## src/source/dcache_consts.svh

```systemverilog
`ifndef DCACHE_CONSTS_SVH
`define DCACHE_CONSTS_SVH

// cache geometry
`define DC_SETS     16
`define DC_WAYS     2
`define DC_WORDS    4
`define DC_INDEX_W  4
`define DC_OFFSET_W 4
`define DC_TAG_W    24
`define DC_LINE_W   128

// uncached store queue entries
`define DC_WQ_DEPTH 4

`endif

```

## src/source/tag_store.sv

```systemverilog
`timescale 1ns/1ps
`default_nettype none
`include "dcache_consts.svh"

module tag_store (
    input  wire                   clk,
    input  wire                   reset,
    input  wire [`DC_INDEX_W-1:0] rd_index,
    input  wire [`DC_TAG_W-1:0]   cmp_tag,
    input  wire                   fill_we,
    input  wire                   fill_way,
    input  wire [`DC_INDEX_W-1:0] fill_index,
    input  wire [`DC_TAG_W-1:0]   fill_tag,
    input  wire                   dirty_set,
    input  wire                   dirty_way,
    input  wire                   lru_touch,
    input  wire                   lru_way,
    output logic                  hit_way,
    output logic                  hit,
    output logic                  victim_way,
    output logic                  victim_dirty,
    output logic [`DC_TAG_W-1:0]  victim_tag
);

    logic [`DC_TAG_W-1:0]                tags [`DC_WAYS][`DC_SETS];
    logic [`DC_TAG_W-1:0]                tag_q [`DC_WAYS];
    logic [`DC_WAYS-1:0][`DC_SETS-1:0]   valid;
    logic [`DC_WAYS-1:0][`DC_SETS-1:0]   dirty;
    logic [`DC_SETS-1:0]                 lru;   // points at the way to evict
    logic [`DC_INDEX_W-1:0]              index_q;
    logic [`DC_WAYS-1:0]                 hit_vec;

    always_ff @(posedge clk) begin
        if (reset) begin
            valid <= '0;
            dirty <= '0;
            lru   <= '0;
        end else begin
            if (fill_we) begin
                valid[fill_way][fill_index] <= 1'b1;
                dirty[fill_way][fill_index] <= 1'b0;   // fresh line is clean
            end else if (dirty_set) begin
                dirty[dirty_way][fill_index] <= 1'b1;
            end
            if (lru_touch) lru[fill_index] <= ~lru_way;
        end
    end

    always_ff @(posedge clk) begin
        if (fill_we) tags[fill_way][fill_index] <= fill_tag;
        index_q <= rd_index;
        for (int w = 0; w < `DC_WAYS; w++) begin
            tag_q[w] <= tags[w][rd_index];
        end
    end

    always_comb begin
        for (int w = 0; w < `DC_WAYS; w++) begin
            hit_vec[w] = valid[w][index_q] & (tag_q[w] == cmp_tag);
        end
    end

    assign hit          = |hit_vec;
    assign hit_way      = hit_vec[1];
    assign victim_way   = lru[index_q];
    assign victim_dirty = dirty[victim_way][index_q];
    assign victim_tag   = tag_q[victim_way];

endmodule

`default_nettype wire

```

## config.mk

```make
export PLATFORM = sky130hd
export DESIGN_NAME = tag_store
export DESIGN_NICKNAME = d
export VERILOG_FILES = /design/src/source/tag_store.sv
export VERILOG_INCLUDE_DIRS = /design/src /design/src/source
export SDC_FILE = /design/constraint.sdc
export NUM_CORES = 1
export LEC_CHECK = 0
export BUFFER_PORTS_ARGS = -buffer_cell sky130_fd_sc_hd__buf_2
export CORE_MARGIN = 5
export CORE_UTILIZATION = 40
export CTS_BUF_LIST = sky130_fd_sc_hd__clkbuf_4 sky130_fd_sc_hd__clkbuf_8
export CTS_CLUSTER_DIAMETER = 40
export DETAILED_ROUTE_END_ITERATION = 10
export HOLD_SLACK_MARGIN = 0.15
export PLACE_DENSITY_LB_ADDON = 0.3
export SLEW_MARGIN = 20
export SYNTH_ARGS = -nofsm -noshare
export SYNTH_HDL_FRONTEND = slang
export SYNTH_SLANG_ARGS = --single-unit
```

## constraint.sdc

```tcl
create_clock -name clk -period 5.49 [get_ports clk]
set_input_delay 1.3725 -clock clk [delete_from_list [all_inputs] [get_ports clk]]
set_output_delay 1.3725 -clock clk [all_outputs]
set_load 0.02 [all_outputs]
```

## Word-level counts from Yosys, hierarchy flattened

Memory sizes are Yosys's and may differ from the RTL's.
Cells that the tools add are included.

- Flip-flop bits (word level): 84
- Bits in writable memories: 816
- Output and inout bits: 28
- Word-level logic and storage cells: 65
- Memories kept: 2

- $lt $le $gt $ge: 11
- Equality and inequality tests: 2
- Mux-type cells: 29
- Bitwise gates (word level): 9
- Reductions and logical operators: 6

Memories:

| memory | depth | bits a word | read ports | clocked after Yosys merged registers in | wr ports | RTL line | RTL |
|---|---|---|---|---|---|---|---|
| tags | 2 | 384 | 2 | 0 | 1 | tag_store.sv:25 | `` logic [`DC_TAG_W-1:0] tags [`DC_WAYS][`DC_SETS]; `` |
| tag_q | 2 | 24 | 3 | 0 | 2 | tag_store.sv:26 | `` logic [`DC_TAG_W-1:0] tag_q [`DC_WAYS]; `` |

Operators with widths:

| operator | number |
|---|---|
| 2-to-1 mux 384 bit | 1 |
| binary-select mux 24 bit (select 4 bit) | 2 |
| 2-to-1 mux 24 bit | 5 |
| demux 24 bit (select 4 bit) | 1 |
| 2-to-1 mux 16 bit | 4 |
| 2-to-1 mux 32 bit | 2 |
| OR 32 bit | 2 |
| == test 24 bit | 2 |
| bitwise AND 32 bit | 1 |
| demux 16 bit (select 1 bit) | 2 |
| inverter 32 bit | 1 |
| binary-select mux 1 bit (select 4 bit) | 4 |
| bitwise mux 16 bit | 1 |
| >= comparator 5 bit (second input constant) | 2 |
| < comparator 4 x 5 -> 1 bit (second input constant) | 2 |
| inverter 4 -> 5 bit | 2 |
| < comparator 1 x 2 -> 1 bit (second input constant) | 3 |
| 2-to-1 mux 1 bit | 6 |
| < comparator 5 x 1 -> 1 bit (second input constant) | 1 |
| demux 1 bit (select 4 bit) | 1 |
| >= comparator 4 x 1 -> 1 bit (second input constant) | 1 |
| logical AND 1 bit | 4 |
| bitwise AND 1 bit | 2 |
| >= comparator 1 bit (second input constant) | 2 |
| other kinds (3) | 3 |

## Longest topological paths before layout

- Depth in word-level cells: 9
- Gate-level depth with buffers: 8

## Worst setup path before layout

OpenSTA, ideal clock, no wires.

- Kind: reg2out
- Start: register index_q[1]
- End: output victim_dirty
- Arrival time: 2392 ps
- Slack: 1725 ps
- Cell stages (with the launch flop): 8
- Buffers on the path: 1
- Cell sequence: dfxtp_1 > buf_6 > mux4_2 > mux2i_2 > mux2_4 > mux2_4 > o211a_1 > or3_1

- Cells in the longest elaborated chain, start to end: 6

Ends and longest elaborated chain:

| item | RTL line | RTL |
|---|---|---|
| start, declared | tag_store.sv:30 | `` logic [`DC_INDEX_W-1:0] index_q; `` |
| start signal, assigned | tag_store.sv:51 | `index_q <= rd_index;` |
| binary-select mux 1 bit (select 4 bit) | tag_store.sv:65 | `assign victim_way = lru[index_q];` |
| 2-to-1 mux 1 bit (not written as such) | tag_store.sv:65 |  |
| 2-to-1 mux 16 bit (not written as such) (2 in a row) | tag_store.sv:66 | `assign victim_dirty = dirty[victim_way][index_q];` |
| binary-select mux 1 bit (select 4 bit) (*) | tag_store.sv:66 |  |
| 2-to-1 mux 1 bit (not written as such) (*) | tag_store.sv:66 |  |
| end, declared | tag_store.sv:21 | `output logic victim_dirty,` |

Mark *: on every way between the ends. The rest lies on a longest branch, timed or not. The select of a mux whose other input is x is not followed.

## Final worst setup path

- Start: register index_q[1]
- End: output victim_tag[0]

- Cells in the longest elaborated chain, start to end: 3

Ends and longest elaborated chain:

| item | RTL line | RTL |
|---|---|---|
| binary-select mux 1 bit (select 4 bit) | tag_store.sv:65 |  |
| 2-to-1 mux 1 bit (not written as such) | tag_store.sv:65 |  |
| memory (2 x 24 bit) | - |  |
| end, declared | tag_store.sv:22 | `` output logic [`DC_TAG_W-1:0] victim_tag `` |

Every way passes these cells. The select of a mux whose other input is x is not followed.

==> results.py <==
metrics = {
    "timing": {
        "tns_ps": 0,
        "finalClockSkew_ps": 33.7,
        "fmax_mhz": 188,
        "setup_violations": 0,
        "worstMarginPinSlew_ps": 1170,
        "period_needed_ps": 5310,
        "hold_violations": 0,
        "rsz0062_at_grt": "no",
        "slew_headroom_pct": 21.8,
        "timing.final.crit_share_pct": 96.7,
        "maxSlewViolCount": 0,
    },
    "worst_hold_path": {
        "hp-start": "valid[11]",
        "holdPathEnd": "valid[11]",
        "hp-class": "flip-flop to flip-flop",
        "holdPathStages": 2,
    },
    "die": {
        "dieArea_mm2": 0.0914,
        "io_pins": 92,
        "coreArea_mm2": 0.0850,
        "start_util_pct": 40.2,
        "num_rows": 107,
        "die_h_um": 302,
        "die_width_um": 302,
    },
    "setup_path": {
        "cp_num_cells": 7,
        "slowest_stage": "mux4_2",
        "crit_path_cell_trace": "mux4_2 -> mux2i_2 -> mux2_4 -> inv_1 -> nand2_1 -> nand2_1 -> buf_2",
        "worstPathBufferInverterCount": 2,
        "path_delay_family": "multiplexers",
        "crit_top_cell": "nand2_1",
        "cpPeakStageDelay_ps": 600,
        "r2r-start": "tags[1][25]",
        "cp-start-kind": "flip-flop",
        "end_kind": "primary output",
        "worstReg2RegEnd": "tag_q[1][1]",
        "worstPathRequired_ps": 4120,
        "worst-r2r-cell-count": 2,
        "timing_worst_setup_path_type": "flip-flop to primary output",
        "critical_path_peak_fanout": 26,
        "cp_data_arrival_time_ps": 3940,
        "rrSetupSlack_ps": 3930,
    },
    "global_route": {
        "grt_pass1_wl_um": 128000,
        "grt_usage_pct": 19.7,
        "grt_max_degree": 81,
        "antenna_found_initial": 9,
        "grt_pass1_vias": 18400,
        "grt_overflow": 0,
    },
    "detailed_routing": {
        "dr.first_iter.drc_count": 1888,
        "drtAntennaViolNets": 0,
        "wl_per_cell_um": 28.4,
        "via_count": 17500,
        "dr.pass1.iters": 5,
        "drcViolationCount": 0,
        "wl_um": 89600,
        "vias_per_cell": 5.56,
    },
    "synth": {
        "ys_types": 42,
        "yosysTopAreaCellShare_pct": 67.5,
        "syn_area_mm2": 0.0342,
        "synth-seq-cells": 900,
        "yosysWarnings": 0,
        "synthTopCellsByCount": "768 x edfxtp_1, 257 x mux4_2, 132 x dfxtp_1",
        "yosys.cell_count.top_type": "edfxtp_1",
        "syn_inst": 1681,
        "syn_area_per_cell_um2": 20.3,
        "ys.flop_type": "edfxtp_1",
        "yosys-top-cells-area": "edfxtp_1 67%, mux4_2 17%, dfxtp_1 7.7%, nor2_1 1.3%, nand2_1 1.1%",
        "synth-async-reset-ratio_pct": 0,
        "synthesis.nets": 1745,
        "synth_edf_count": 768,
        "synth_top_area_cell": "edfxtp_1",
        "yosysSeqAreaShare_pct": 75.2,
    },
    "clock_tree": {
        "cts.clk_slew.worst_paths_ps": 60,
        "clock_latency_ps": 770,
        "numClockSinks": 900,
        "cts_tree": "built",
        "cts_buffers": 149,
        "htree_levels": 4,
        "root_buffer": "clkbuf_8",
        "cts_max_path_buffers": 3,
    },
    "final_layout": {
        "area_growth_syn_to_layout_pct": 15.8,
        "final_nets": 1949,
        "finalInstanceArea_mm2": 0.0396,
        "drive_gt1_share_pct": 34.5,
    },
    "place": {
        "port_buffers": 91,
        "place_area_mm2": 0.0364,
        "routabilityCongestion": 0.949,
        "dpl.hpwl_um": 51600,
    },
    "power_and_ir_drop": {
        "powerDensity_mw_per_mm2": 368,
        "leakage_uw": 0.0128,
        "peakVddDrop_v": 0.000216,
    },
    "status": {
        "status": "completed",
    },
    "flow_run": {
        "max-cap-violations": 0,
    },
}
==> where the power goes <==
part	total, uW	internal [uW]	leakage (uW)	switching [uW]
clock	6150	3500	0.00166	2660
sequential	7630	7540	0.00800	99.1
combinational	791	316	0.00313	474
total	14600	11300	0.0128	3230
==> sequential cells by signal, summed over array words and instances, names as in the netlist <==
name and count:
dirty 32, lru 16, valid 32, tags 768, index_q 4, tag_q 48
==> per-stage QoR <==
stage / total power [uW] / hold slack [ps] / utilization [%] / instances / worst slack (ps)
final: 14600 / 467 / 46.6 / 3152 / 181
after global routing: 15100 / 495 / 46.5 / 3149 / 33.2
after global placement: 8550 / 444 / 42.8 / 2878 / 602
after detailed placement: 8570 / 457 / 42.8 / 2878 / 663
after CTS: 14700 / 470 / 46.5 / 3148 / 170
after floorplan: 8190 / 435 / - / 1681 / 1730
==> cells in the final DEF, fill, tap and decap left out, drive strengths merged, types with 4 or more instances in the layout <==
master / netlist / routed
nand4: 8 / 8
mux2i: 7 / 7
o21ai: 20 / 20
inv: 5 / 14
clkinvlp: 0 / 6
nor3: 23 / 23
xnor2: 24 / 24
nor2b: 5 / 5
nor4: 8 / 8
xor2: 24 / 24
clkinv: 0 / 28
bufinv: 0 / 7
dfxtp: 132 / 132
clkbuf: 62 / 221
edfxtp: 768 / 768
nand3: 7 / 7
nand2: 97 / 97
a311oi: 16 / 16
a21oi: 47 / 47
nand2b: 7 / 7
mux2: 5 / 5
mux4: 257 / 257
diode: 0 / 4
nor2: 115 / 115
buf: 25 / 139
==> per-layer routing <==
metal / track usage (%) / vias up / part of all wire [%]
met5: 0 / - / 0.015
met4: 6.02 / 2 / 2.3
met3: 5.61 / 133 / 9.3
met2: 30.1 / 827 / 46
met1: 27.9 / 9253 / 42
li1: - / 7296 / -
==> cell type report <==
cell class	instances	area, um2
Fill cell	7129	45400
Sequential cell	900	25700
Tap cell	1144	1430
Timing Repair Buffer	140	922
Clock inverter	50	473
Clock buffer	220	2690
Antenna cell	4	10.0
Multi-Input combinational cell	689	8330
Inverter	5	18.8
==> what timing repair did <==
item / in CTS / in global routing
hold buffers: 0 / 0
endpoints found under the setup margin: 1 / 0
buffers inserted: 0 / 0
resized for setup: 1 / 0
==> kinds of logic after synthesis <==
kind of cell,Yosys count,synth area share (%)
AND/OR/NAND/NOR,275,3.38
buffers and inverters,92,1.10
flip-flops,900,75.2
AO/OA/AOI/OAI,97,1.71
multiplexers,269,17.4
XOR/XNOR,48,1.23
==> how the worst max path moves through the flow <==
stage                startpoint              to  slack [ps]
floorplan            index_q[1]    victim_dirty        1730
global placement    cmp_tag[22]             hit         600
detailed placement  cmp_tag[22]             hit         660
CTS                  index_q[1]    victim_dirty         170
global route         index_q[1]  victim_tag[22]          30
finish               index_q[1]   victim_tag[0]         180
==> worst reg2reg max path, cell delays in order, from the launching register on <==
cell and delay, ps:
edfxtp_1 370, mux4_2 480, mux4_2 550
No activity file was read; power rests on OpenSTA's default activity.
