===== src/source/dcache_consts.svh =====
`ifndef DCACHE_CONSTS_SVH
`define DCACHE_CONSTS_SVH

// cache geometry
`define DC_SETS     16
`define DC_WAYS     2
`define DC_WORDS    4
`define DC_INDEX_W  4
`define DC_OFFSET_W 4
`define DC_TAG_W    24
`define DC_LINE_W   128

// uncached store queue entries
`define DC_WQ_DEPTH 4

`endif


===== src/source/dcache_pkg.sv =====
`default_nettype none
`include "dcache_consts.svh"

package dcache_pkg;

    typedef struct packed {
        logic [`DC_TAG_W-1:0]   tag;
        logic [`DC_INDEX_W-1:0] index;
        logic [1:0]             word;
        logic [1:0]             byte_sel;
    } addr_fields_t;

    // request address, split or as one word
    typedef union packed {
        logic [31:0]  raw;
        addr_fields_t f;
    } addr_u;

    typedef logic [`DC_WORDS-1:0][31:0] line_t;

    typedef enum logic [2:0] {
        LOOKUP, MISS_DIRTY, WRITEBACK, MISS_CLEAN, REFILL, REFILL_DONE
    } miss_state_e;

    typedef enum logic [2:0] {IDLE, LOAD, QUEUE, RETURN, DONE} unc_state_e;

endpackage

`default_nettype wire


===== src/source/mem_if.sv =====
`timescale 1ns/1ps
`default_nettype none
`include "dcache_consts.svh"

// one requester's view of the shared line bus
interface mem_if;
    logic                    req;
    logic                    we;
    logic [31:0]             addr;
    logic [`DC_LINE_W-1:0]   wdata;
    logic [`DC_LINE_W/8-1:0] wstrb;
    logic                    ready;
    logic                    ret_valid;   // completes reads and writes
    logic [`DC_LINE_W-1:0]   rdata;

    modport requester (
        output req, we, addr, wdata, wstrb,
        input  ready, ret_valid, rdata
    );

    modport arbiter (
        input  req, we, addr, wdata, wstrb,
        output ready, ret_valid, rdata
    );
endinterface

`default_nettype wire


===== src/source/uncache_unit.sv =====
`timescale 1ns/1ps
`default_nettype none
`include "dcache_consts.svh"

module uncache_unit
    import dcache_pkg::*;
(
    input  wire         clk,
    input  wire         reset,
    input  wire         req_valid,
    input  wire         req_write,
    input  wire         req_uncached,
    input  wire  addr_u req_addr,
    input  wire  [31:0] req_wdata,
    input  wire  [3:0]  req_wstrb,
    output logic        busy,
    output logic        resp_valid,
    output logic [31:0] resp_rdata,
    mem_if.requester    mem
);

    localparam int PTR_W = $clog2(`DC_WQ_DEPTH);

    unc_state_e              state;
    unc_state_e              state_nxt;
    addr_u                   u_addr;
    logic [31:0]             u_wdata;
    logic [3:0]              u_wstrb;
    logic [31:0]             load_data;
    addr_u                   q_addr [`DC_WQ_DEPTH];
    logic [31:0]             q_data [`DC_WQ_DEPTH];
    logic [3:0]              q_strb [`DC_WQ_DEPTH];
    logic [PTR_W-1:0]        wr_ptr;
    logic [PTR_W-1:0]        rd_ptr;
    logic [PTR_W:0]          count;
    logic                    accept, push, pop, full, empty;
    logic                    drain_wait;   // queued store accepted, awaiting return
    logic                    drain_req, load_req;
    addr_u                   bus_addr;
    logic [3:0]              bus_strb;

    assign accept    = req_valid & req_uncached;
    assign full      = (count == `DC_WQ_DEPTH);
    assign empty     = (count == '0);
    assign push      = (state == QUEUE) & ~full;
    assign drain_req = ~empty & ~drain_wait;
    assign pop       = drain_req & mem.ready;
    // loads go out only once every earlier store has completed
    assign load_req  = (state == LOAD) & empty & ~drain_wait;

    always_ff @(posedge clk) begin
        if (accept) begin
            u_addr  <= req_addr;
            u_wdata <= req_wdata;
            u_wstrb <= req_wstrb;
        end
        if (push) begin
            q_addr[wr_ptr] <= u_addr;
            q_data[wr_ptr] <= u_wdata;
            q_strb[wr_ptr] <= u_wstrb;
        end
        if ((state == RETURN) & mem.ret_valid)
            load_data <= mem.rdata[{u_addr.f.word, 5'b0} +: 32];
    end

    always_ff @(posedge clk) begin
        if (reset) begin
            wr_ptr     <= '0;
            rd_ptr     <= '0;
            count      <= '0;
            drain_wait <= 1'b0;
        end else begin
            if (push) wr_ptr <= wr_ptr + 1'b1;
            if (pop) rd_ptr <= rd_ptr + 1'b1;
            count <= count + {{PTR_W{1'b0}}, push} - {{PTR_W{1'b0}}, pop};
            if (pop) drain_wait <= 1'b1;
            else if (mem.ret_valid) drain_wait <= 1'b0;
        end
    end

    assign bus_addr  = drain_req ? q_addr[rd_ptr] : u_addr;
    assign bus_strb  = drain_req ? q_strb[rd_ptr] : 4'hf;
    assign mem.req   = drain_req | load_req;
    assign mem.we    = drain_req;
    assign mem.addr  = {bus_addr.raw[31:2], 2'b00};
    assign mem.wdata = {`DC_WORDS{q_data[rd_ptr]}};   // same word in every lane
    assign mem.wstrb = {{(`DC_LINE_W/8-4){1'b0}}, bus_strb} << {bus_addr.f.word, 2'b00};

    assign busy       = (state == LOAD) | (state == QUEUE) | (state == RETURN);
    assign resp_valid = push | (state == DONE);
    assign resp_rdata = load_data;

    always_ff @(posedge clk) begin
        if (reset) state <= IDLE;
        else state <= state_nxt;
    end

    always_comb begin
        state_nxt = state;
        case (state)
            IDLE, DONE: begin
                if (accept) state_nxt = req_write ? QUEUE : LOAD;
                else state_nxt = IDLE;
            end
            LOAD:    if (load_req & mem.ready) state_nxt = RETURN;
            QUEUE:   if (~full) state_nxt = IDLE;   // stalls while the queue is full
            RETURN:  if (mem.ret_valid) state_nxt = DONE;
            default: state_nxt = IDLE;
        endcase
    end

endmodule

`default_nettype wire


===== src/flat_wrapper.sv =====
// flat-port wrapper written by rule: the top's interface ports become plain ports
module uncache_unit_flat import dcache_pkg::*;
  (clk, reset, req_valid, req_write, req_uncached, req_addr, req_wdata, req_wstrb, busy, resp_valid, resp_rdata, mem_req, mem_we, mem_addr, mem_wdata, mem_wstrb, mem_ready, mem_ret_valid, mem_rdata);
  mem_if mem_i ();
  input  wire clk;
  input  wire reset;
  input  wire req_valid;
  input  wire req_write;
  input  wire req_uncached;
  input  wire  addr_u req_addr;
  input  wire  [31:0] req_wdata;
  input  wire  [3:0] req_wstrb;
  output logic busy;
  output logic resp_valid;
  output logic [31:0] resp_rdata;
  output wire logic [$bits(mem_i.req)-1:0] mem_req;
  output wire logic [$bits(mem_i.we)-1:0] mem_we;
  output wire logic [$bits(mem_i.addr)-1:0] mem_addr;
  output wire logic [$bits(mem_i.wdata)-1:0] mem_wdata;
  output wire logic [$bits(mem_i.wstrb)-1:0] mem_wstrb;
  input wire logic [$bits(mem_i.ready)-1:0] mem_ready;
  input wire logic [$bits(mem_i.ret_valid)-1:0] mem_ret_valid;
  input wire logic [$bits(mem_i.rdata)-1:0] mem_rdata;
  assign mem_req = mem_i.req;
  assign mem_we = mem_i.we;
  assign mem_addr = mem_i.addr;
  assign mem_wdata = mem_i.wdata;
  assign mem_wstrb = mem_i.wstrb;
  assign mem_i.ready = mem_ready;
  assign mem_i.ret_valid = mem_ret_valid;
  assign mem_i.rdata = mem_rdata;
  uncache_unit u_core (.clk(clk), .reset(reset), .req_valid(req_valid), .req_write(req_write), .req_uncached(req_uncached), .req_addr(req_addr), .req_wdata(req_wdata), .req_wstrb(req_wstrb), .busy(busy), .resp_valid(resp_valid), .resp_rdata(resp_rdata), .mem(mem_i));
endmodule

===== config.mk =====
export PLATFORM = sky130hd
export DESIGN_NAME = uncache_unit_flat
export DESIGN_NICKNAME = d
export VERILOG_FILES = /design/src/source/dcache_pkg.sv /design/src/source/mem_if.sv /design/src/source/uncache_unit.sv /design/src/flat_wrapper.sv
export VERILOG_INCLUDE_DIRS = /design/src /design/src/source
export SDC_FILE = /design/constraint.sdc
export NUM_CORES = 1
export LEC_CHECK = 0
export ABC_AREA = 1
export BUFFER_PORTS_ARGS = -buffer_cell sky130_fd_sc_hd__buf_4
export CORE_MARGIN = 3
export CORE_UTILIZATION = 53
export DETAILED_ROUTE_END_ITERATION = 12
export PLACE_DENSITY = 0.77
export SYNTH_ARGS = -nofsm -noshare
export SYNTH_HDL_FRONTEND = slang
export SYNTH_SLANG_ARGS = --single-unit

===== constraint.sdc =====
create_clock -name clk -period 5.5 [get_ports clk]
set_input_delay 1.1 -clock clk [delete_from_list [all_inputs] [get_ports clk]]
set_output_delay 1.1 -clock clk [all_outputs]
set_load 0.01 [all_outputs]

After elaboration in Yosys (flattened, before gate mapping):

Memories as Yosys holds them, arrays and structs flattened. A register that Yosys moved wholly into a read port is not among the register bits.
Index checks and enable logic that the tools add are counted.

* bitwise operators: 15
* add/subtract/negate cells: 4
* mux-type cells: 18
* equality and inequality tests: 8
* shift operators: 2
* reduce and logical (&&, ||, !) cells: 5

Operators with widths (count)
* $shiftx A128 B8 Y32: 1
* $mux W32: 1
* $shl A4 B4 Y16: 1
* $mux W2: 7
* $mux W3: 4
* $pmux W3 S4: 1
* $and A1 B1 Y1: 8
* $eq A3 B2 Y1 const B: 2
* $eq A3 B3 Y1 const B: 2
* $logic_not A3 Y1: 2
* $ne A2 B2 Y1 const B: 3
* $add A2 B1 Y2 const B: 2
* $mux W1: 4
* $mux W4: 1
* $or A1 B1 Y1: 4
* $add A3 B1 Y3: 1
* $eq A3 B1 Y1 const B: 1
* $not A1 Y1: 3
* $reduce_and A3 Y1: 1
* $sub A3 B1 Y3: 1
* $reduce_bool A2 Y1: 1
* $reduce_or A2 Y1: 1

* logic and storage cells: 64
* bits in writable memories: 272
* register bits: 111
* memories kept: 3

Memories
* u_core.q_addr: depth 4, width 32, read ports 1, clocked after memory_dff 1, wr ports 1, RTL line uncache_unit.sv:30 `` addr_u q_addr [`DC_WQ_DEPTH]; ``
* u_core.q_data: depth 4, width 32, read ports 1, clocked after memory_dff 1, wr ports 1, RTL line uncache_unit.sv:31 `` logic [31:0] q_data [`DC_WQ_DEPTH]; ``
* u_core.q_strb: depth 4, width 4, read ports 1, clocked after memory_dff 1, wr ports 1, RTL line uncache_unit.sv:32 `` logic [3:0] q_strb [`DC_WQ_DEPTH]; ``

Depth between registers and ports, before layout:

* depth in word-level cells: 6
* mapped depth: 10
* mapped depth without buffers: 10

Worst setup path before layout:

No wires, ideal clock.

* path kind: register to register
* from: register u_core.state[2]
* to: memory u_core.q_addr[0][10] in the netlist's numbering (enable)
* data required time: 5.009 ns
* data arrival time: 3.534 ns
* period minus slack after synthesis: 4.024 ns
* cell stages (with the launch flop): 6
* setup slack: 1.476 ns
* path buffers: 0
* cell sequence: dfxtp_1 -> inv_1 -> nand2_1 -> nor2_1 -> nand2_1 -> nor2_1

* word-level cells in the longest chain between the ends: 4

RTL lines
* start: declaration: RTL line uncache_unit.sv:24 `unc_state_e state;`
* start signal: assignment: RTL line uncache_unit.sv:95 `else state <= state_nxt;`
* $eq A3 B2 Y1: RTL line uncache_unit.sv:45 `assign push = (state == QUEUE) & ~full;`
* $and A1 B1 Y1: RTL line uncache_unit.sv:45
* $mux W1: RTL line uncache_unit.sv:57 `if (push) begin`
* $mux W1 (implied by the code): RTL line uncache_unit.sv:58 `q_addr[wr_ptr] <= u_addr;`
* end: declaration: RTL line uncache_unit.sv:30

Every way passes these cells.

==> results summary <==
The run finished with clean final reports. The share of total power in combinational logic came out at 0.334. Gates resized during post-CTS repair numbered 0. The number of top-level pins came out at roughly 420. The number of vias after detailed routing came out at around 11000. Yosys attributes the largest share of cell area to edfxtp_1 (70%), o21ai_0 (5.8%), nor2_1 (5.2%). The floorplan step set the die width to 177 um. Setup violations remaining at the end of the flow were counted as 0. For this run, the leading register cell type out of synthesis is edfxtp_1. The area of all sequential standard cells came out at about 0.011 sq mm. The overall routing resource usage is 0.232. The CTS tree is built. The H-tree was split into 2 levels.

The min-delay analysis places its worst path in the category flip-flop to flip-flop. In this run the core area contains 62 standard-cell rows. The internal power contribution came out at roughly 6000 uW. The share of synthesized area in the top cell type comes to 0.699.

The largest clock skew in the final design is about 0.014 ns. The aggregate global routing overflow is 0. The layout cell share with drive strength beyond 1 is 0.310.

edfxtp_1 is the most common cell in the netlist. The number of filler cells placed in the layout is around 2000. The slowest stage of the critical path is the buf_4 cell.

The sum of negative setup slack came out at 0 ns. The biggest area contributor in the post-synthesis netlist is edfxtp_1. The global placement routability congestion is between 0.8 and 0.9.

The sequential cell fraction of total power came out at 0.380. Yosys mapped the design onto 26 distinct sky130hd cell types. In this design, the largest share of critical-path delay is due to simple AND/OR/NAND/NOR gates. The data arrival time at the worst-slack endpoint came out at 3.05 ns. The average wire length per cell after detail routing came out at just under 20 um. Of all nets on the critical path, the largest fanout is 86. The cell area that synthesis handed to floorplanning was 0.0155 sq mm. In this run the clock root is driven by a clkbuf_16. The global routing stage identified its most utilized layer as met2. The number of hold-slack violations in the final timing report was 0.

Counting instances in the post-synthesis netlist gives the leading cell types as edfxtp_1 (362), nor2_1 (214), o21ai_0 (180), nand2_1 (146), buf_4 (101). The power density over the cells came out at between 400 and 500 mW/mm^2. The CTS buffer count is 38. Setup repair after global routing left no endpoint under its margin. The number of hold-repair buffers added at the cts stage came out at 0. The later pin in the worst-skew pair is clocked with a latency of 0.52 ns. The register clock-pin slew on the reported worst setup and hold paths came out at ~0.060 ns.

The synthesized design contains between 300 and 400 enable-type register cells. The number of storage elements in the synthesis netlist came out at approximately 380. The critical path is of the flip-flop to output port type. The slew of the pin with the lowest slew margin came out at ~1.1 ns. The endpoint required time on the critical path came out at between 4 and 5 ns. Across all hold checks on the routed design, the worst slack comes to between 0.4 and 0.5 ns. The iteration count of the initial detailed-routing pass came out at 5. The cell count after synthesis came out at roughly 1300. The first global-routing pass estimated between 50 and 60 mm of wire.

In the final design database the tool counted roughly 1800 nets. The largest net degree at the start of global routing is a little under 90. The area of combinational cells with multiple inputs came out at about 0.0033 sq mm. The final routed wirelength across all metal layers is 38.3 mm. The met2 track demand over resource came out at 0.420. The ratio of routed vias to standard cells is ~5.4. The switching part of the total power came out at 0.324.

The overall die height came out at around 180 um. The first-iteration detailed-routing DRC count came out at around 850. The Yosys step of the flow raised 0 warnings.

The layout overhead on the synthesized area is 25.1%. In this run the static leakage power is roughly 0.0075 uW. STA classifies the critical path startpoint as a flip-flop.

The average size of a mapped cell came out at ~12 sq um. The fraction of met1 tracks used by global routing is 0.263. The worst IR drop on VDD is about 0.25 mV. The clock passes through at most 3 buffers. The number of clock sinks is ~380. The die covers 0.0314 sq mm. The effective utilization at floorplan came out at 0.540. The buffers inserted during post-CTS setup optimization is 0.

The library cell appearing most often on the critical path is nand2_1. The floorplan step defined a core boundary enclosing approximately 0.029 sq mm. The share of the cycle needed by the critical path after routing came out at 0.755. The maximum achievable frequency is 241 MHz. The category of the worst setup path capture point is an output port.

The number of buffers and inverters on the critical path is 2. The post-layout minimum cycle time came out at about 4.2 ns. The clock share of power is 0.286. The HPWL after detailed placement came out at 24.3 mm. The biggest cell delay along the critical path came out at a little under 0.8 ns. The number of global-route vias before repair is 10359. The remaining design rule violation count came out at 0. The net switching power figure came out at 2870 uW. The number of antenna violations at the first check in global routing came out at 3. The post-route total power is around 9000 uW. Of all flip-flops after synthesis, the portion carrying an async set or reset was 0. Traced cell by cell, the critical path runs through buf_4 > nand2_1 > nand2_1 > nand2_1 > nand3_1 > nand3_1 > nor2_1 > buf_4.

The met3 track demand over resource came out at 0.0455. The number of pins exceeding their max-slew limit in the final report is 0. The number of antenna-violating nets in the routed design is 0. For this run, the register share of the synthesized area comes to 0.716. The remaining max-slew budget at the tightest pin is 0.299. The number of buffers inserted by port buffering is ~400. Across the run, the number of max-cap violations was 0.
sequential cells by signal (all words and copies together), names as in the netlist, named ones only:
name               cells
u_core.q_addr        120
u_core.count           3
u_core.q_data        128
u_core.u_wdata        32
u_core.drain_wait      1
u_core.u_wstrb         4
u_core.state           3
u_core.wr_ptr          2
u_core.u_addr         30
u_core.q_strb         16
u_core.resp_rdata     32
u_core.rd_ptr          2
power groups by stage:
stage                     clock, uW  combinational (uW)  sequential (uW)
after floorplan                   0                1850             3390
after global placement            0                2930             3420
after detailed placement          0                2990             3430
after CTS                      2570                3000             3370
after global routing           2690                3210             3380
final                          2540                2960             3370
per-stage QoR:
stage                util  setup WS [ns]  area (sq um)  instances
floorplan               -           1.48         15500       1268
global placement    0.633           1.95         18200       1909
detailed placement  0.633           1.86         18200       1909
CTS                 0.676           1.31         19400       1976
global route        0.676           1.08         19500       1979
finish              0.676           1.35         19500       1979
logic make-up after synthesis:
| logic type | Yosys count | synth area share |
|---|---|---|
| xor+xnor | 3 | 0.00169 |
| compound gates | 289 | 0.101 |
| flops | 375 | 0.716 |
| simple gates | 392 | 0.0982 |
| other cells | 1 | 0.000241 |
| buf+inv | 200 | 0.0763 |
| fa+ha+maj | 7 | 0.00612 |
area by class of cell:
type,count,share of cell area
repair buffers,424,0.164
clock inverters,25,0.0124
diodes,3,0.000386
multi-input cells,693,0.168
inverters,33,0.00643
flip-flops and latches,375,0.572
well taps,384,0.0247
clock buffers,42,0.0513
layer usage:
metal,wire length [um],vias up
li1,-,5028
met1,13700,5085
met2,20100,507
met3,2970,78
met4,1470,0
met5,0,-
cell usage in the layout (no fill, tap or decap), drive strengths merged, types with 3 or more instances in the layout:
| cell type | netlist | routed |
|---|---|---|
| buf | 126 | 424 |
| edfxtp | 362 | 362 |
| nor2 | 215 | 215 |
| o21ai | 188 | 188 |
| nand2 | 148 | 148 |
| o22ai | 92 | 92 |
| clkbuf | 41 | 42 |
| inv | 33 | 32 |
| nand3 | 26 | 26 |
| clkinv | 0 | 22 |
| dfxtp | 13 | 13 |
| a21oi | 8 | 8 |
| ha | 6 | 6 |
| bufinv | 0 | 4 |
| diode | 0 | 3 |
| xor2 | 3 | 3 |
worst paths after layout:
path                           start                   end  slack (ns)  cells after the start
setup / recovery           flip-flop         mem_wstrb[14]        1.35                      8
setup reg to reg     u_core.state[2]  u_core.q_addr[0][12]        2.58                      6
hold / removal    u_core.u_wdata[23]  u_core.q_data[3][23]        0.49                      0
hold reg to reg   u_core.u_wdata[23]  u_core.q_data[3][23]        0.49                      0
(Power assumes the default switching activity.)
