$ cat config.mk
export PLATFORM = sky130hd
export DESIGN_NAME = cache_ctrl_flat
export DESIGN_NICKNAME = d
export VERILOG_FILES = /design/src/source/dcache_pkg.sv /design/src/source/mem_if.sv /design/src/source/cache_ctrl.sv /design/src/flat_wrapper.sv
export VERILOG_INCLUDE_DIRS = /design/src /design/src/source
export SDC_FILE = /design/constraint.sdc
export NUM_CORES = 1
export LEC_CHECK = 0
export BUFFER_PORTS_ARGS = -buffer_cell sky130_fd_sc_hd__buf_2
export CELL_PAD_IN_SITES_DETAIL_PLACEMENT = 0
export CELL_PAD_IN_SITES_GLOBAL_PLACEMENT = 1
export CORE_AREA = 2 2 366 368
export DETAILED_ROUTE_END_ITERATION = 12
export DIE_AREA = 0 0 368 370
export PLACE_DENSITY_LB_ADDON = 0.1
export SKIP_LAST_GASP = 1
export SYNTH_ARGS = -nofsm -noshare
export SYNTH_HDL_FRONTEND = slang
export SYNTH_SLANG_ARGS = --single-unit
$ cat constraint.sdc
create_clock -name clk -period 3.2 [get_ports clk]
set_input_delay 0.16 -clock clk [delete_from_list [all_inputs] [get_ports clk]]
set_output_delay 0.16 -clock clk [all_outputs]
set_load 0.005 [all_outputs]
$ cat src/source/dcache_consts.svh
`ifndef DCACHE_CONSTS_SVH
`define DCACHE_CONSTS_SVH

// cache geometry
`define DC_SETS     16
`define DC_WAYS     2
`define DC_WORDS    4
`define DC_INDEX_W  4
`define DC_OFFSET_W 4
`define DC_TAG_W    24
`define DC_LINE_W   128

// uncached store queue entries
`define DC_WQ_DEPTH 4

`endif

$ cat src/source/dcache_pkg.sv
`default_nettype none
`include "dcache_consts.svh"

package dcache_pkg;

    typedef struct packed {
        logic [`DC_TAG_W-1:0]   tag;
        logic [`DC_INDEX_W-1:0] index;
        logic [1:0]             word;
        logic [1:0]             byte_sel;
    } addr_fields_t;

    // request address, split or as one word
    typedef union packed {
        logic [31:0]  raw;
        addr_fields_t f;
    } addr_u;

    typedef logic [`DC_WORDS-1:0][31:0] line_t;

    typedef enum logic [2:0] {
        LOOKUP, MISS_DIRTY, WRITEBACK, MISS_CLEAN, REFILL, REFILL_DONE
    } miss_state_e;

    typedef enum logic [2:0] {IDLE, LOAD, QUEUE, RETURN, DONE} unc_state_e;

endpackage

`default_nettype wire

$ cat src/source/mem_if.sv
`timescale 1ns/1ps
`default_nettype none
`include "dcache_consts.svh"

// one requester's view of the shared line bus
interface mem_if;
    logic                    req;
    logic                    we;
    logic [31:0]             addr;
    logic [`DC_LINE_W-1:0]   wdata;
    logic [`DC_LINE_W/8-1:0] wstrb;
    logic                    ready;
    logic                    ret_valid;   // completes reads and writes
    logic [`DC_LINE_W-1:0]   rdata;

    modport requester (
        output req, we, addr, wdata, wstrb,
        input  ready, ret_valid, rdata
    );

    modport arbiter (
        input  req, we, addr, wdata, wstrb,
        output ready, ret_valid, rdata
    );
endinterface

`default_nettype wire

$ cat src/source/cache_ctrl.sv
`timescale 1ns/1ps
`default_nettype none
`include "dcache_consts.svh"

module cache_ctrl
    import dcache_pkg::*;
(
    input  wire                           clk,
    input  wire                           reset,
    input  wire                           req_valid,
    input  wire                           req_write,
    input  wire                           req_uncached,
    input  wire  addr_u                   req_addr,
    input  wire  [31:0]                   req_wdata,
    input  wire  [3:0]                    req_wstrb,
    input  wire                           hit_way,
    input  wire                           hit,
    input  wire                           victim_way,
    input  wire                           victim_dirty,
    input  wire  [`DC_TAG_W-1:0]          victim_tag,
    input  wire  line_t [`DC_WAYS-1:0]    rd_lines,
    output logic                          busy,
    output logic                          resp_valid,
    output logic [31:0]                   resp_rdata,
    output logic [`DC_INDEX_W-1:0]        rd_index,
    output logic [`DC_TAG_W-1:0]          cmp_tag,
    output logic                          fill_we,
    output logic                          fill_way,
    output logic [`DC_INDEX_W-1:0]        fill_index,
    output logic [`DC_TAG_W-1:0]          fill_tag,
    output line_t                         fill_line,
    output logic                          dirty_set,
    output logic                          dirty_way,
    output logic                          lru_touch,
    output logic                          lru_way,
    output logic                          word_we,
    output logic [1:0]                    word_sel,
    output logic [31:0]                   word_data,
    output logic [3:0]                    word_strb,
    mem_if.requester                      mem
);

    miss_state_e state;
    miss_state_e state_nxt;
    logic        accept;
    logic        lookup_hit;
    logic        buf_valid;
    logic        buf_write;
    addr_u       buf_addr;
    logic [31:0] buf_wdata;
    logic [3:0]  buf_wstrb;

    assign accept     = req_valid & ~req_uncached;
    assign lookup_hit = (state == LOOKUP) & buf_valid & hit;

    always_ff @(posedge clk) begin
        if (reset) begin
            buf_valid <= 1'b0;
        end else if (accept) begin
            buf_valid <= 1'b1;
        end else if (lookup_hit) begin
            buf_valid <= 1'b0;
        end
    end

    always_ff @(posedge clk) begin
        if (accept) begin
            buf_write <= req_write;
            buf_addr  <= req_addr;
            buf_wdata <= req_wdata;
            buf_wstrb <= req_wstrb;
        end
    end

    // load hits leave busy low so the next request overlaps
    assign busy       = (state != LOOKUP) | (buf_valid & (buf_write | ~hit));
    assign resp_valid = lookup_hit;
    assign resp_rdata = rd_lines[hit_way][buf_addr.f.word];

    // hold the buffered set while a miss is in progress
    assign rd_index   = accept ? req_addr.f.index : buf_addr.f.index;
    assign cmp_tag    = buf_addr.f.tag;

    assign fill_we    = (state == REFILL) & mem.ret_valid;
    assign fill_way   = (state == REFILL) ? victim_way : hit_way;
    assign fill_index = buf_addr.f.index;
    assign fill_tag   = buf_addr.f.tag;
    assign fill_line  = mem.rdata;
    assign dirty_set  = lookup_hit & buf_write;
    assign dirty_way  = hit_way;
    assign lru_touch  = lookup_hit;
    assign lru_way    = hit_way;
    assign word_we    = lookup_hit & buf_write;
    assign word_sel   = buf_addr.f.word;
    assign word_data  = buf_wdata;
    assign word_strb  = buf_wstrb;

    assign mem.req    = (state == MISS_DIRTY) | (state == MISS_CLEAN);
    assign mem.we     = (state == MISS_DIRTY);
    assign mem.addr   = {(state == MISS_DIRTY) ? victim_tag : buf_addr.f.tag,
                         buf_addr.f.index, {`DC_OFFSET_W{1'b0}}};
    assign mem.wdata  = rd_lines[victim_way];   // victim line for writeback
    assign mem.wstrb  = {(`DC_LINE_W/8){state == MISS_DIRTY}};

    always_ff @(posedge clk) begin
        if (reset) state <= LOOKUP;
        else state <= state_nxt;
    end

    always_comb begin
        state_nxt = state;
        case (state)
            LOOKUP: begin
                if (buf_valid & ~hit)
                    state_nxt = victim_dirty ? MISS_DIRTY : MISS_CLEAN;
            end
            MISS_DIRTY:  if (mem.ready) state_nxt = WRITEBACK;
            WRITEBACK:   if (mem.ret_valid) state_nxt = MISS_CLEAN;
            MISS_CLEAN:  if (mem.ready) state_nxt = REFILL;
            REFILL:      if (mem.ret_valid) state_nxt = REFILL_DONE;
            REFILL_DONE: state_nxt = LOOKUP;   // arrays reread, lookup replays
            default:     state_nxt = LOOKUP;
        endcase
    end

    // no line read may go out before the writeback has returned
    assert property (@(posedge clk) disable iff (reset)
        (mem.req && mem.we && mem.ready) |=> !(mem.req && !mem.we) until mem.ret_valid);

endmodule

`default_nettype wire

$ cat src/flat_wrapper.sv
// flat-port wrapper written by rule: the top's interface ports become plain ports
module cache_ctrl_flat import dcache_pkg::*;
  (clk, reset, req_valid, req_write, req_uncached, req_addr, req_wdata, req_wstrb, hit_way, hit, victim_way, victim_dirty, victim_tag, rd_lines, busy, resp_valid, resp_rdata, rd_index, cmp_tag, fill_we, fill_way, fill_index, fill_tag, fill_line, dirty_set, dirty_way, lru_touch, lru_way, word_we, word_sel, word_data, word_strb, mem_req, mem_we, mem_addr, mem_wdata, mem_wstrb, mem_ready, mem_ret_valid, mem_rdata);
  mem_if mem_i ();
  input  wire clk;
  input  wire reset;
  input  wire req_valid;
  input  wire req_write;
  input  wire req_uncached;
  input  wire  addr_u req_addr;
  input  wire  [31:0] req_wdata;
  input  wire  [3:0] req_wstrb;
  input  wire hit_way;
  input  wire hit;
  input  wire victim_way;
  input  wire victim_dirty;
  input  wire  [`DC_TAG_W-1:0] victim_tag;
  input  wire  line_t [`DC_WAYS-1:0] rd_lines;
  output logic busy;
  output logic resp_valid;
  output logic [31:0] resp_rdata;
  output logic [`DC_INDEX_W-1:0] rd_index;
  output logic [`DC_TAG_W-1:0] cmp_tag;
  output logic fill_we;
  output logic fill_way;
  output logic [`DC_INDEX_W-1:0] fill_index;
  output logic [`DC_TAG_W-1:0] fill_tag;
  output line_t fill_line;
  output logic dirty_set;
  output logic dirty_way;
  output logic lru_touch;
  output logic lru_way;
  output logic word_we;
  output logic [1:0] word_sel;
  output logic [31:0] word_data;
  output logic [3:0] word_strb;
  output wire logic [$bits(mem_i.req)-1:0] mem_req;
  output wire logic [$bits(mem_i.we)-1:0] mem_we;
  output wire logic [$bits(mem_i.addr)-1:0] mem_addr;
  output wire logic [$bits(mem_i.wdata)-1:0] mem_wdata;
  output wire logic [$bits(mem_i.wstrb)-1:0] mem_wstrb;
  input wire logic [$bits(mem_i.ready)-1:0] mem_ready;
  input wire logic [$bits(mem_i.ret_valid)-1:0] mem_ret_valid;
  input wire logic [$bits(mem_i.rdata)-1:0] mem_rdata;
  assign mem_req = mem_i.req;
  assign mem_we = mem_i.we;
  assign mem_addr = mem_i.addr;
  assign mem_wdata = mem_i.wdata;
  assign mem_wstrb = mem_i.wstrb;
  assign mem_i.ready = mem_ready;
  assign mem_i.ret_valid = mem_ret_valid;
  assign mem_i.rdata = mem_rdata;
  cache_ctrl u_core (.clk(clk), .reset(reset), .req_valid(req_valid), .req_write(req_write), .req_uncached(req_uncached), .req_addr(req_addr), .req_wdata(req_wdata), .req_wstrb(req_wstrb), .hit_way(hit_way), .hit(hit), .victim_way(victim_way), .victim_dirty(victim_dirty), .victim_tag(victim_tag), .rd_lines(rd_lines), .busy(busy), .resp_valid(resp_valid), .resp_rdata(resp_rdata), .rd_index(rd_index), .cmp_tag(cmp_tag), .fill_we(fill_we), .fill_way(fill_way), .fill_index(fill_index), .fill_tag(fill_tag), .fill_line(fill_line), .dirty_set(dirty_set), .dirty_way(dirty_way), .lru_touch(lru_touch), .lru_way(lru_way), .word_we(word_we), .word_sel(word_sel), .word_data(word_data), .word_strb(word_strb), .mem(mem_i));
endmodule
# ---- Yosys cells after proc, flatten, opt, wreduce, memory -nomap -nowiden
# Index checks and enable logic that the tools add are counted.
dict set report classes {
  order_cmp 3
  n_reduce_logical 4
  n_eq_ne 9
  bitwise 12
  mux 18
}
# cell n
set op_table {}
lappend op_table {{$mux W128} 4}
lappend op_table {{$bmux W32 S2} 1}
lappend op_table {{$mux W32} 1}
lappend op_table {{$mux W24} 1}
lappend op_table {{$mux W3} 5}
lappend op_table {{$pmux W3 S5} 1}
lappend op_table {{$ne A2 B2 Y1 const B} 4}
lappend op_table {{$and A1 B1 Y1} 7}
lappend op_table {{$eq A3 B2 Y1 const B} 2}
lappend op_table {{$reduce_and A5 Y1} 1}
lappend op_table {{$lt A1 B2 Y1 const B} 2}
lappend op_table {{$mux W4} 1}
lappend op_table {{$eq A3 B1 Y1 const B} 1}
lappend op_table {{$eq A3 B3 Y1 const B} 1}
lappend op_table {{$logic_not A3 Y1} 1}
lappend op_table {{$lt A2 B3 Y1 const B} 1}
lappend op_table {{$mux W1} 3}
lappend op_table {{$or A1 B1 Y1} 3}
lappend op_table {{$reduce_bool A3 Y1} 1}
lappend op_table {{$mux W2} 1}
lappend op_table {{$ne A2 B1 Y1 const B} 1}
lappend op_table {{$not A1 Y1} 2}
lappend op_table {{$reduce_bool A2 Y1} 1}
dict set report totals {
  out_inout_bits 441
  regBits 73
  word_cells 52
}

# ---- Logic depth before layout (Yosys ltp)
dict set report depth {
  word_depth 5
  mapped_depth 6
  depth_no_buf 3
}

# ---- Worst setup path after synthesis
# OpenSTA, ideal clock, no wires.
dict set report synth_timing {
  kind {input to register}
  startpoint {input port req_uncached}
  endpoint {register u_core.buf_addr[10] (netlist name), enable pin}
  n_path_buf 1
  t_arrival_ps 1761
  setup_ps 421
  setup_slack_ps 1018
  stages 3
  cell_sequence {nand2b_1 -> clkbuf_1 -> inv_1}
}
dict set report synth_via {
  elab_chain_cells 2
}
# element line_no
set synth_rtl {}
lappend synth_rtl {{start, declared} flat_wrapper.sv:9} ;# input wire req_uncached;
lappend synth_rtl {{$not A1 Y1} cache_ctrl.sv:53} ;# assign accept = req_valid & ~req_uncached;
lappend synth_rtl {{$and A1 B1 Y1} cache_ctrl.sv:53}
lappend synth_rtl {{named net u_core.accept} cache_ctrl.sv:45} ;# logic accept;
lappend synth_rtl {{end signal, assigned} cache_ctrl.sv:69} ;# buf_addr <= req_addr;
lappend synth_rtl {{end, declared} cache_ctrl.sv:49} ;# addr_u buf_addr;
# The timed path passes the listed nets, and every way through them passes these cells.
# A chain may end at the register's enable or synchronous reset.

# ---- Final worst setup path
dict set report layout_timing {
  startpoint {register u_core.state[0]}
  endpoint {output port mem_addr[29]}
}
dict set report layout_via {
  elab_chain_cells 2
}
# element line_no
set layout_rtl {}
lappend layout_rtl {{start, declared} cache_ctrl.sv:43} ;# miss_state_e state;
lappend layout_rtl {{start signal, assigned} cache_ctrl.sv:107} ;# else state <= state_nxt;
lappend layout_rtl {{$eq A3 B1 Y1} cache_ctrl.sv:100} ;# assign mem.addr = {(state == MISS_DIRTY) ? victim_tag : buf_addr.f.tag,
lappend layout_rtl {{$mux W24} cache_ctrl.sv:100}
lappend layout_rtl {{end, declared} flat_wrapper.sv:39} ;# output wire logic [$bits(mem_i.addr)-1:0] mem_addr;
# No other way between the ends.

==> impl_results.md <==
- Status: completed
- Ports: 928
- Syn_area_per_cell: 13.4 sq um
- Final period util: roughly 84%
- Final min period: 2700 ps
- Final setup viols: 0
- DIE HEIGHT: 370 um
- Netlist cell types: 29
- Gpl congestion: 0.727
- Crit path capture: mem_addr[29]
- Area grow syn2layout: 67.8%
- Leading area contributor after synthesis: mux2_2
- Met3 usage: 4.02%
- Post-synth EDFFs: 67
- Synth Register Bits: just over 70
- CTS tree: done
- Via-to-Cell Ratio: between 2 and 2.5
- Final ANT Viol Nets: 0
- Max-Slew Margin vs Limit: ~45%
- Postcts setup bufs: 0
- CP Max Fanout: 22
- CTS resizes: 0
- FF-to-FF End: u_core.state[1]$_SDFFE_PP0P_
- Post-Route WL: between 50000 and 60000 um
- Syn Inst Count: 571
- DR pass1 iterations: 4
- Detailed-route via count: 7242
- Worst skew pair latency: 360 ps
- Floorplan core area: 0.132 sq mm
- Predominant post-synthesis flop cell: edfxtp_1
- Crit. Startpoint: u_core.state[0]$_SDFFE_PP0P_
- Initial antenna violation count: 42
- Slew of the pin with the lowest slew margin: 830 ps
- Clock Sinks: 71
- Crit. path cell count: 5
- Worst R2R Path Depth: 3
- Clk buf depth: 2
- Site row count: 134
- Worst path required time: 3040 ps
- First-iteration detailed-routing DRC count: 140
- Cells along the critical path: nor2b_4 -> and2_2 -> buf_4 -> mux2_2 -> buf_2
- Total track usage: 7.55%
- Top post-synthesis cells by count: mux2_2, buf_4, edfxtp_1, mux4_1, buf_2
- H-tree Lvls: 3
- Number of global-route vias before repair: 7946
- Fraction of registers with async set/reset: 0%
- Cell area after synthesis: 0.00762 sq mm
- GR met2 Demand/Resource: a little over an eighth
- Crit-path max cell delay: a little under 600 ps
- FF-to-FF Start: u_core.state[0]$_SDFFE_PP0P_
- Number of max-cap violations: 0
- Die ar.: 0.136 sq mm
- HP Class: in2reg
- Final Hold Viols: 0
- Kind of end point of the critical path: primary output
- Leakage: 5.30 nW
- Pwr dens: ~290 mW/mm^2
- Share of cells above drive strength 1: between 70 and 80%
- CTS root buffer: clkbuf_16
- Max VDD drop: 0.187 mV
- Synth top area cells: mux2_2, edfxtp_1, mux4_1, buf_4, mux4_2
- Post-synth top area share: 27.9%
- WP buf/inv: 2
- Hold-fix buffers at CTS: 68
- CTS clk-pin slew, worst paths: 70 ps
- Achievable Freq: 371 MHz
- Max-slew violation count: 0
- Top-count cell post-synth: mux2_2
- Nets: 1604
- I/O Buffers: 665
- Final Util: 9.66%
- Setup_tns: 0 ps
- Starting Density: 5.76%
- Gr ovfl total: 0
- Startpoint Class: register
- Register area share after synthesis: 27.4%
- Fin Clk Skew: 0.382 ps
- WL/cell: 18.6 um
- HPWL after DPL: 47100 um
- GR Util met1: under 10%
- # DRC: 0
- Synth warn: 0
- Gr busiest metal: met2
- Unrepaired setup endpoints after global routing: no
- First-pass GRT wire length: 70700 um
- Critical path's slowest cell: and2_2
- Design Power: around 3.7 mW
- R2R setup slack: 2030 ps
- Chip Width: 368 um
- Crit Path Category: reg2out
- CP Data Arrival Time: around 2500 ps
- Largest net degree at the start of global routing: 66
- CP delay by family, top: simple AND/OR/NAND/NOR gates
- Total CTS buffers: 9
==> layout by cell type (no fill, tap or decap), types with 2 or more instances in the layout <==
cell           count
inv_1              2
dlygate4sd3_1     68
conb_1             4
dfxtp_1            4
clkinv_2           2
clkbuf_16          9
buf_12             5
nor2_1             3
clkinvlp_4         2
mux4_2             8
and3_1             3
buf_4             13
mux4_1            56
a31oi_1            2
diode_2            9
a21oi_1            2
buf_2            663
mux2_2           189
nand2_1            2
edfxtp_1          67
==> power by group <==
group | internal [mW] | switching (mW)
Clock | 0.605 | 0.478
Sequential | 1.09 | 0.0447
Combinational | 0.778 | 0.677
==> layer usage <==
layer	wire, um	vias up	share of wire (%)
li1	-	3161	-
met1	19900	3408	37
met2	26800	552	50
met3	6400	87	12
met4	756	34	1.4
met5	207	-	0.38
==> cells by family after synthesis <==
group,after synthesis,synth area share (%)
other cells,1,0.0492
mux,253,49.6
simple gates,15,1.17
compound gates,10,0.903
buf+inv,221,20.9
flops,71,27.4
==> worst min-delay path: cells and delay by family <==
kind,cells,cell delay (ps)
buffers and inverters,1,120
AO/OA/AOI/OAI,2,150
==> registers in the layout, summed over array words and instances, names as in the netlist <==
signal            count
u_core.buf_valid      1
u_core.buf_write      1
u_core.word_data     32
u_core.buf_addr      30
u_core.state          3
u_core.word_strb      4
==> metrics by stage <==
| step | cells | setup slack (ps) | area [sq um] | hold WS [ps] |
|---|---|---|---|---|
| 2_1_floorplan | 574 | 1020 | 7640 | 229 |
| 3_3_place_gp | 2806 | 823 | 11800 | 320 |
| 3_5_place_dp | 2806 | 806 | 11800 | 320 |
| 4_1_cts | 2890 | 382 | 12800 | 70.9 |
| 5_1_grt | 2893 | 320 | 12800 | 91.4 |
| 6_report | 2899 | 504 | 12800 | 115 |
==> layout make-up <==
type | instances | area [sq um]
Antenna cell | 9 | 22.5
Multi-Input combinational cell | 282 | 3950
Sequential cell | 71 | 2090
Tap cell | 1768 | 2210
Inverter | 3 | 12.5
Timing Repair Buffer | 750 | 4210
Clock buffer | 9 | 225
Clock inverter | 7 | 71.3
Fill cell | 15500 | 120000
==> worst min-delay path by stage <==
| stage | depth (start not counted) | from | slack [ps] | to |
|---|---|---|---|---|
| floorplan | 1 | reset | 230 | u_core.buf_valid$_SDFFE_PP0P_ |
| global placement | 0 | mem_rdata[103] | 320 | fill_line[103] |
| detailed placement | 0 | mem_rdata[103] | 320 | fill_line[103] |
| CTS | 3 | mem_ready | 70 | u_core.state[0]$_SDFFE_PP0P_ |
| global route | 3 | mem_ready | 90 | u_core.state[0]$_SDFFE_PP0P_ |
| finish | 3 | mem_ready | 110 | u_core.state[0]$_SDFFE_PP0P_ |
Note: power is estimated with default switching activity, not from simulation.
